[config.mk]
export PLATFORM = sky130hd
export DESIGN_NAME = sd_cmd_phy
export DESIGN_NICKNAME = d
export VERILOG_FILES = /design/src/hdl/sd_cmd_pkg.sv /design/src/hdl/cmd_phys_controller.sv /design/src/hdl/cmd_bit_counter.sv /design/src/hdl/cmd_serializer.sv /design/src/hdl/cmd_deserializer.sv /design/src/hdl/sd_cmd_phy.sv
export SDC_FILE = /design/constraint.sdc
export NUM_CORES = 1
export LEC_CHECK = 0
export BUFFER_PORTS_ARGS = -buffer_cell sky130_fd_sc_hd__buf_2
export CAP_MARGIN = 25
export CORE_AREA = 2 2 116 118
export DETAILED_ROUTE_END_ITERATION = 7
export DIE_AREA = 0 0 118 120
export GPL_TIMING_DRIVEN = 0
export PLACE_DENSITY = 0.78
export SETUP_SLACK_MARGIN = 0.5
export SLEW_MARGIN = 10
export SYNTH_ARGS = -nofsm -noshare
export SYNTH_HDL_FRONTEND = slang
export SYNTH_HIERARCHICAL = 1
export SYNTH_SLANG_ARGS = --single-unit
[constraint.sdc]
create_clock -name sd_clock -period 7.8 [get_ports sd_clock]
set_clock_uncertainty 0.1 [all_clocks]
set_input_delay 1.56 -clock sd_clock [delete_from_list [all_inputs] [get_ports sd_clock]]
set_output_delay 1.56 -clock sd_clock [all_outputs]
set_load 0.01 [all_outputs]
[src/hdl/sd_cmd_pkg.sv]
package sd_cmd_pkg;

	// frame geometry on the CMD line
	localparam int FRAME_BITS = 48;
	localparam int CMD_BITS = 40;
	localparam int NCR_TIMEOUT = 64; // cycles allowed for the start bit
	localparam int COUNT_WIDTH = 7;

	// crc field left at zero before the end bit
	localparam logic [FRAME_BITS-CMD_BITS-1:0] CMD_TRAILER = 8'b0000_0001;

	// command and response share this 40-bit layout
	typedef struct packed
	{
		logic start_bit;
		logic transmission_bit;
		logic [5:0] index;
		logic [31:0] argument;
	} sd_command_t;

	typedef enum logic [3:0]
	{
		ST_RESET,
		ST_IDLE,
		ST_LOAD_COMMAND,
		ST_SEND_COMMAND,
		ST_WAIT_RESPONSE,
		ST_RECEIVE_RESPONSE,
		ST_SEND_RESPONSE,
		ST_WAIT_ACK
	} cmd_state_t;

	typedef enum logic [1:0]
	{
		CNT_HOLD,
		CNT_LOAD_FRAME,
		CNT_LOAD_TIMEOUT,
		CNT_DEC
	} cnt_op_t;

endpackage

[src/hdl/cmd_phys_controller.sv]
`timescale 1ns/10ps

module cmd_phys_controller import sd_cmd_pkg::*;
(
	input logic sd_clock,
	input logic reset,
	input logic strobe_in,
	input logic ack_in,
	input logic idle_in,
	input sd_command_t cmd_to_send,
	input logic count_done,
	input logic start_seen,
	input logic [FRAME_BITS-1:0] rx_frame,
	output logic ack_out,
	output logic strobe_out,
	output sd_command_t response,
	output logic response_timeout,
	output cnt_op_t cnt_op,
	output logic load,
	output logic shift_en,
	output logic rx_en,
	output logic cmd_oe,
	output logic [FRAME_BITS-1:0] tx_frame
);

	cmd_state_t state;
	cmd_state_t next_state;
	sd_command_t cmd_reg;

	// command held for the whole transfer as the host strobe lasts one cycle
	always_ff @(posedge sd_clock)
	begin
		if (state == ST_IDLE && strobe_in)
		begin
			cmd_reg <= cmd_to_send;
		end
	end

	assign tx_frame = {cmd_reg, CMD_TRAILER};

	always_comb
	begin
		next_state = state;
		case (state)
			ST_RESET:
				next_state = ST_IDLE;
			ST_IDLE:
				if (strobe_in)
				begin
					next_state = ST_LOAD_COMMAND;
				end
			ST_LOAD_COMMAND:
				next_state = ST_SEND_COMMAND;
			ST_SEND_COMMAND:
				if (count_done) // last bit on the line
				begin
					next_state = ST_WAIT_RESPONSE;
				end
			ST_WAIT_RESPONSE:
				if (start_seen)
				begin
					next_state = ST_RECEIVE_RESPONSE;
				end
				else if (count_done) // NCR expired
				begin
					next_state = ST_SEND_RESPONSE;
				end
			ST_RECEIVE_RESPONSE:
				if (count_done)
				begin
					next_state = ST_SEND_RESPONSE;
				end
			ST_SEND_RESPONSE:
				next_state = ST_WAIT_ACK;
			ST_WAIT_ACK:
				if (ack_in)
				begin
					next_state = ST_IDLE;
				end
			default:
				next_state = ST_RESET;
		endcase
	end

	// counter is reused as bit counter and NCR timer
	always_comb
	begin
		cnt_op = CNT_HOLD;
		case (state)
			ST_LOAD_COMMAND:
				cnt_op = CNT_LOAD_FRAME;
			ST_SEND_COMMAND:
				cnt_op = count_done ? CNT_LOAD_TIMEOUT : CNT_DEC;
			ST_WAIT_RESPONSE:
				if (start_seen)
				begin
					cnt_op = CNT_LOAD_FRAME; // start bit counts as bit 47
				end
				else if (!count_done)
				begin
					cnt_op = CNT_DEC;
				end
			ST_RECEIVE_RESPONSE:
				if (!count_done)
				begin
					cnt_op = CNT_DEC;
				end
			default:
				cnt_op = CNT_HOLD;
		endcase
	end

	assign load = (state == ST_LOAD_COMMAND);
	assign shift_en = (state == ST_SEND_COMMAND);
	assign cmd_oe = (state == ST_SEND_COMMAND);
	// stop sampling once all 48 bits are in
	assign rx_en = (state == ST_WAIT_RESPONSE) ||
		(state == ST_RECEIVE_RESPONSE && !count_done);
	assign strobe_out = (state == ST_SEND_RESPONSE);
	assign ack_out = (state == ST_WAIT_ACK) && ack_in;

	always_ff @(posedge sd_clock)
	begin
		if (state == ST_RECEIVE_RESPONSE && count_done)
		begin
			response <= rx_frame[FRAME_BITS-1 -: CMD_BITS]; // drop the trailer byte
			response_timeout <= 1'b0;
		end
		else if (state == ST_WAIT_RESPONSE && !start_seen && count_done)
		begin
			response <= '0;
			response_timeout <= 1'b1;
		end
	end

	always_ff @(posedge sd_clock)
	begin
		if (reset)
		begin
			state <= ST_RESET;
		end
		else if (idle_in)
		begin
			state <= ST_IDLE; // abort from any state
		end
		else
		begin
			state <= next_state;
		end
	end

endmodule

[src/hdl/cmd_bit_counter.sv]
`timescale 1ns/10ps

module cmd_bit_counter import sd_cmd_pkg::*;
(
	input logic sd_clock,
	input logic reset,
	input cnt_op_t cnt_op,
	output logic count_done
);

	logic [COUNT_WIDTH-1:0] count;

	always_ff @(posedge sd_clock)
	begin
		if (reset)
		begin
			count <= '0;
		end
		else
		begin
			case (cnt_op)
				CNT_LOAD_FRAME:
					count <= COUNT_WIDTH'(FRAME_BITS - 1);
				CNT_LOAD_TIMEOUT:
					count <= COUNT_WIDTH'(NCR_TIMEOUT);
				CNT_DEC:
					count <= count - 1'b1;
				default:
					count <= count; // hold
			endcase
		end
	end

	// meaning depends on the controller state
	assign count_done = (count == '0);

endmodule

[src/hdl/cmd_serializer.sv]
`timescale 1ns/10ps

module cmd_serializer import sd_cmd_pkg::*;
(
	input logic sd_clock,
	input logic reset,
	input logic load,
	input logic shift_en,
	input logic [FRAME_BITS-1:0] tx_frame,
	output logic cmd_out
);

	logic [FRAME_BITS-1:0] shift_reg;

	// ones fill in behind the frame so the line rests high
	always_ff @(posedge sd_clock)
	begin
		if (reset)
		begin
			shift_reg <= '1;
		end
		else if (load)
		begin
			shift_reg <= tx_frame;
		end
		else if (shift_en)
		begin
			shift_reg <= {shift_reg[FRAME_BITS-2:0], 1'b1};
		end
	end

	assign cmd_out = shift_reg[FRAME_BITS-1]; // msb first

endmodule

[src/hdl/cmd_deserializer.sv]
`timescale 1ns/10ps

module cmd_deserializer import sd_cmd_pkg::*;
(
	input logic sd_clock,
	input logic reset,
	input logic rx_en,
	input logic cmd_in,
	output logic start_seen,
	output logic [FRAME_BITS-1:0] rx_frame
);

	logic started;

	always_ff @(posedge sd_clock)
	begin
		if (reset)
		begin
			started <= 1'b0;
		end
		else if (!rx_en)
		begin
			started <= 1'b0;
		end
		else if (!cmd_in)
		begin
			started <= 1'b1; // first low is the start bit
		end
	end

	// high already in the start bit cycle, so the start bit itself is captured
	assign start_seen = rx_en && (started || !cmd_in);

	always_ff @(posedge sd_clock)
	begin
		if (start_seen)
		begin
			rx_frame <= {rx_frame[FRAME_BITS-2:0], cmd_in};
		end
	end

endmodule

[src/hdl/sd_cmd_phy.sv]
`timescale 1ns/10ps

module sd_cmd_phy import sd_cmd_pkg::*;
(
	input logic sd_clock,
	input logic reset,
	input logic strobe_in,
	input logic ack_in,
	input logic idle_in,
	input sd_command_t cmd_to_send,
	input logic cmd_in,
	output logic ack_out,
	output logic strobe_out,
	output sd_command_t response,
	output logic response_timeout,
	output logic cmd_out,
	output logic cmd_oe
);

	cnt_op_t cnt_op;
	logic count_done;
	logic load;
	logic shift_en;
	logic rx_en;
	logic start_seen;
	logic [FRAME_BITS-1:0] tx_frame;
	logic [FRAME_BITS-1:0] rx_frame;

	cmd_phys_controller controller
	(
		.sd_clock(sd_clock),
		.reset(reset),
		.strobe_in(strobe_in),
		.ack_in(ack_in),
		.idle_in(idle_in),
		.cmd_to_send(cmd_to_send),
		.count_done(count_done),
		.start_seen(start_seen),
		.rx_frame(rx_frame),
		.ack_out(ack_out),
		.strobe_out(strobe_out),
		.response(response),
		.response_timeout(response_timeout),
		.cnt_op(cnt_op),
		.load(load),
		.shift_en(shift_en),
		.rx_en(rx_en),
		.cmd_oe(cmd_oe),
		.tx_frame(tx_frame)
	);

	cmd_bit_counter counter
	(
		.sd_clock(sd_clock),
		.reset(reset),
		.cnt_op(cnt_op),
		.count_done(count_done)
	);

	cmd_serializer serializer
	(
		.sd_clock(sd_clock),
		.reset(reset),
		.load(load),
		.shift_en(shift_en),
		.tx_frame(tx_frame),
		.cmd_out(cmd_out)
	);

	cmd_deserializer deserializer
	(
		.sd_clock(sd_clock),
		.reset(reset),
		.rx_en(rx_en),
		.cmd_in(cmd_in),
		.start_seen(start_seen),
		.rx_frame(rx_frame)
	);

endmodule

Word level (Yosys, flattened, before mapping)
Index checks and enable logic that the tools add are counted.
Storage, ports and cells
  bits in registers: 188
  output and inout bits: 45
  logic and storage cells: 70
Operators by class
  add/subtract/negate cells: 1
  eq/ne operators: 16
  muxes and demuxes: 16
  bitwise operators: 1
  reduce and logical (&&, ||, !) cells: 21
Operators by type and width (count)
  $mux W48: 2
  $mux W40: 2
  $pmux W4 S8: 1
  $pmux W7 S3: 1
  $mux W4: 5
  $eq A4 B3 Y1 const B: 4
  $eq A4 B2 Y1 const B: 2
  $pmux W2 S4: 1
  $logic_and A1 B1 Y1: 7
  $logic_not A7 Y1: 1
  $sub A7 B1 Y7 const B: 1
  $ne A3 B3 Y1 const B: 2
  $reduce_and A3 Y1: 2
  $eq A2 B2 Y1 const B: 2
  $eq A4 B1 Y1 const B: 1
  $logic_not A4 Y1: 1
  $mux W2: 2
  $ne A2 B2 Y1 const B: 2
  $reduce_bool A2 Y1: 2
  $reduce_or A2 Y1: 2
  $logic_not A1 Y1: 3
  $ne A3 B2 Y1 const B: 1
  $reduce_bool A3 Y1: 1
  $eq A2 B1 Y1 const B: 1
  other kinds (4): 6

Depth between registers and ports, before layout
  depth in word-level cells: 10
  mapped depth: 12
  depth with buffers taken out: 12

By module
The synthesis kept the hierarchy.
By module, submodules not included
  cmd_phys_controller: instances 1, cells an instance 192, area each 3190.6 µm², seq. area each 2502.4 µm²
  cmd_serializer: instances 1, cells an instance 214, area each 2192.1 µm², seq. area each 960.9 µm²
  cmd_deserializer: instances 1, cells an instance 53, area each 1486.4 µm², seq. area each 1461.4 µm²
  cmd_bit_counter: instances 1, cells an instance 49, area each 404.1 µm², seq. area each 140.1 µm²

Least setup slack after synthesis
Ideal clock, no wire load.
  path kind: input port to flip-flop
  start: input strobe_in
  end: register controller.cmd_reg (netlist bit controller/tx_frame[10]) (enable)
  arrival: 5.666 ns
  setup slack: 1.483 ns
  stages: 1
  cell sequence: nor4b_1
Between the ends
  cells in the longest elaborated chain, start to end: 1
Ends and longest elaborated chain
  start, declared: line sd_cmd_phy.sv:7  | input logic strobe_in,
  $logic_and A1 B1 Y1: line cmd_phys_controller.sv:33  | if (state == ST_IDLE && strobe_in)
  end signal, assigned: line cmd_phys_controller.sv:35  | cmd_reg <= cmd_to_send;
  end, declared: line cmd_phys_controller.sv:28  | sd_command_t cmd_reg;
Every way passes these cells.
A chain may end at the register's enable or synchronous reset.

Worst setup path after layout
  start: register counter.count[2]
  end: register counter.count[6]
Between the ends
  cells in the longest elaborated chain, start to end: 9
  elaborated cells between the ends (all ways): 15
Ends and longest elaborated chain
  start, declared: line cmd_bit_counter.sv:11  | logic [COUNT_WIDTH-1:0] count;
  start signal, assigned: line cmd_bit_counter.sv:23  | count <= COUNT_WIDTH'(FRAME_BITS - 1);
  start signal, assigned: line cmd_bit_counter.sv:25  | count <= COUNT_WIDTH'(NCR_TIMEOUT);
  start signal, assigned: line cmd_bit_counter.sv:27  | count <= count - 1'b1;
  $logic_not A7 Y1 (*): line cmd_bit_counter.sv:35  | assign count_done = (count == '0);
  net count_done: line sd_cmd_phy.sv:21  | logic count_done;
  $logic_not A1 Y1 (*)
  $logic_and A1 B1 Y1 (*): line cmd_phys_controller.sv:118  | (state == ST_RECEIVE_RESPONSE && !count_done);
  $logic_or A1 B1 Y1 (*): line cmd_phys_controller.sv:117  | assign rx_en = (state == ST_WAIT_RESPONSE) ||
  net rx_en: line sd_cmd_phy.sv:24  | logic rx_en;
  $logic_and A1 B1 Y1 (*): line cmd_deserializer.sv:32  | assign start_seen = rx_en && (started || !cmd_in);
  net start_seen: line sd_cmd_phy.sv:25  | logic start_seen;
  $mux W2 (*): line cmd_phys_controller.sv:95  | if (start_seen)
  $pmux W2 S4 (*): line cmd_phys_controller.sv:89  | case (state)
  net cnt_op[1]: line sd_cmd_phy.sv:20  | cnt_op_t cnt_op;
  $eq A2 B2 Y1 or $eq A2 B1 Y1 (tied branches): line cmd_bit_counter.sv:21  | case (cnt_op)
  $pmux W7 S3 or $reduce_bool A3 Y1 (tied branches)
Mark *: on every way through the listed nets, which the timed path passes. The rest lies on a longest branch.

==> impl_results.md <==
* Status: completed
* Main flop type after synthesis: edfxtp_1
* Final slew viol count at 0
* Syn Std Cell Area at 7270 um^2
* Clk sink count at 189
* FF-to-FF path depth at 11
* Clock Tree Buf Depth at 2
* Dominant cell type by area after synthesis: edfxtp_1
* Initial antenna violation count at 0
* Post-CTS Setup Repair Bufs at 0
* Post-route insts no fill at 818
* Synth top cells by count: 128 x edfxtp_1, 61 x dfxtp_1, 54 x a21oi_1
* Crit path required time at 8.05 ns
* Die height at 120 um
* Netlist cell types at 47
* Total wire length at 10.8 mm
* RSZ-0062 raised after global routing: no
* # fillers at 937
* Worst R2R Setup Slack at 3.58 ns
* Worst-skew pair later-pin latency at 0.42 ns
* Crit-path max FO at 28
* GP Congestion at 0.828
* IR drop worst, VDD at 0.146 mV
* Multi-input gate area in the final layout at 1920 um^2
* Final setup viols at 0
* Multiplexer share of the synthesized area at 6.47%
* Internal power at 1.60 mW
* Post-synthesis sequential area ratio at 69.6%
* Synth async-reset ratio at 0%
* Synth warnings at 6
* Sw Share at 19.4%
* Final instance area at 8660 um^2
* Pwr Density at 229 nW/um^2
* Crit share post-route at 54.1%
* Layout cells sized above 1 at 26.0%
* Post-synthesis adder-cell area fraction at 0.344%
* Post-DP HPWL at 7.28 mm
* Clock Pin Slew Worst Setup and Hold Paths at 0.06 ns
* Worst Tran Pin Value at 0.894 ns
* Total gr overflow at 0
* First-pass GRT wire length at 18.6 mm
* Die width at 118 um
* Worst setup path category: reg -> reg
* CTS tree: built
* Row count at 42
* Dpl cells at 787
* Final hold slack at 0.322 ns
* Setup TNS at 0 ns
* Compound-cell area share of the yosys netlist at 6.31%
* Largest cells by area after synthesis: edfxtp_1 53%, dfxtp_1 17%, mux2i_1 6.5%
* Mapped Cells at 508
* Htree depth at 4
* Max Cap Viol at 0
* Die ar. at 14,200 um^2
* Max_slew headroom at 40.3%
* Switch Pwr at 0.385 mW
* CTS Hold Bufs at 0
* Detailed-route via count at 4,131
* Final Hold Viols at 0
* FF+latch count, synth at 189
* TritonCTS Buffers at 17
* Comb power frac at 2.7%
* Detailed Route Iter0 Violations at 244
* Fmax at 0.237 GHz
* Reg power frac at 54.2%
* Placed instance area at 8070 um^2
* Vias in the first global route at 4,005
* Final Power at 1.99 mW
* Crit path time final at 4.22 ns
* Hold Path Class: reg -> reg
* Combinational family with the most area after synthesis: simple AND/OR/NAND/NOR gates
* Wire length per cell at 13.2 um
* DR DRC count at 0
* Clk pwr share at 43.1%
* Post-CTS sizing at 0
* Number of synthesized flops with an enable pin at 128
* Layout area overhead at 19.1%
* Post-Syn Area per Cell at 14.3 um^2
* Starting density of the core at 56.0%
* Hold depth at 0
* Clock root cell: clkbuf_16
* Antenna diodes at 0
* IO buf count at 90
* CP Capture Type: flop
* Post-synthesis xor/xnor area fraction at 0%
* Register area at 5060 um^2
* Core area at 13,000 um^2
* DRT Pass-1 Iters at 5
* Mean number of vias per cell at 5.05
* Post-Synth Simple-Gate Area at 12.5%
* Final nets at 678
* # IOs at 91
* Startpoint types: flop
* Gr usage total at 16.6%
* Synth top area share at 52.8%
* Number of nets with antenna violations after routing at 0
* Most common cell in the netlist: edfxtp_1
* Lkg Pwr at 3.20 nW
* Largest net degree at the start of global routing at 32
* Critical Path AT at 4.47 ns
path summary, 6_finish.rpt:
check	start	endpoint
worst max register to register	counter/count[2]$_SDFFE_PP0P_	counter/count[6]$_SDFFE_PP0P_
worst min register to register	deserializer/rx_frame[7]$_DFFE_PP_	deserializer/rx_frame[8]$_DFFE_PP_
worst max-delay path	counter/count[2]$_SDFFE_PP0P_	counter/count[6]$_SDFFE_PP0P_
worst min-delay path	deserializer/rx_frame[7]$_DFFE_PP_	deserializer/rx_frame[8]$_DFFE_PP_
cell families after synthesis:
group,Yosys count
buffers and inverters,49
AND/OR/NAND/NOR,138
flip-flops,189
AO/OA/AOI/OAI,81
adder cells (fa/ha/maj),2
other,2
multiplexers,47
worst max-delay path, cell delays in order (launching register included):
cell,delay (ns)
dfxtp_1,0.36
or4_4,0.51
nor3b_1,0.67
a21boi_0,0.19
inv_1,0.16
a21oi_4,0.16
nor2b_1,0.25
or3_1,0.35
a21oi_1,0.45
inv_1,0.24
or4_1,0.54
a31oi_1,0.16
per-layer routing:
layer | part of all wire (%) | up-vias | global-route usage, %
li1 | - | 2083 | -
met1 | 45 | 1933 | 21.2
met2 | 49 | 102 | 27.4
met3 | 4.2 | 13 | 3.94
met4 | 1.8 | 0 | 7.38
met5 | 0 | - | 0
area by class of cell:
cell class              count  share of cell area (%)
clock buffers              18                    4.96
well taps                 176                    2.54
flip-flops and latches    189                    58.5
multi-input cells         277                    22.2
clock inverters            13                    1.86
plain buffers              40                    3.48
inverters                   9                   0.390
repair buffers             96                    6.07
cells in the final DEF, fill, tap and decap left out, types with 2 or more instances in the layout:
cell        count
a21oi_1        53
dfxtp_1        61
buf_4          17
nor2b_1         5
inv_1           9
edfxtp_1      128
buf_2         101
buf_6           5
nor2_1          9
nor3_1          6
clkinv_2        2
a31oi_1         3
nor3b_1        49
bufinv_16       3
ha_1            2
nor4b_2         2
inv_6           3
o21ai_0        10
mux2i_1        47
or3_1           2
buf_12          4
buf_1           2
conb_1          9
clkbuf_1        7
and2_1         41
o21bai_1        2
or4_1           2
nand2b_1        5
nor4_1          2
clkbuf_16      17
nand2_1         7
clkinvlp_4      2
metrics by stage:
stage	worst slack, ns	utilization, %
finish	3.58	66.7
global route	3.26	66.7
CTS	3.61	66.7
detailed placement	3.62	62.2
global placement	0.173	61.4
floorplan	1.48	-
power by group through the flow:
stage                     registers, mW  clock network [mW]  logic, mW
final                              1.08               0.856     0.0533
after global routing               1.08               0.913     0.0602
after CTS                          1.08               0.873     0.0534
after detailed placement           1.10                   0     0.0532
after global placement             1.10                   0     0.0498
after floorplan                    1.10                   0     0.0321
(Power assumes the default switching activity.)
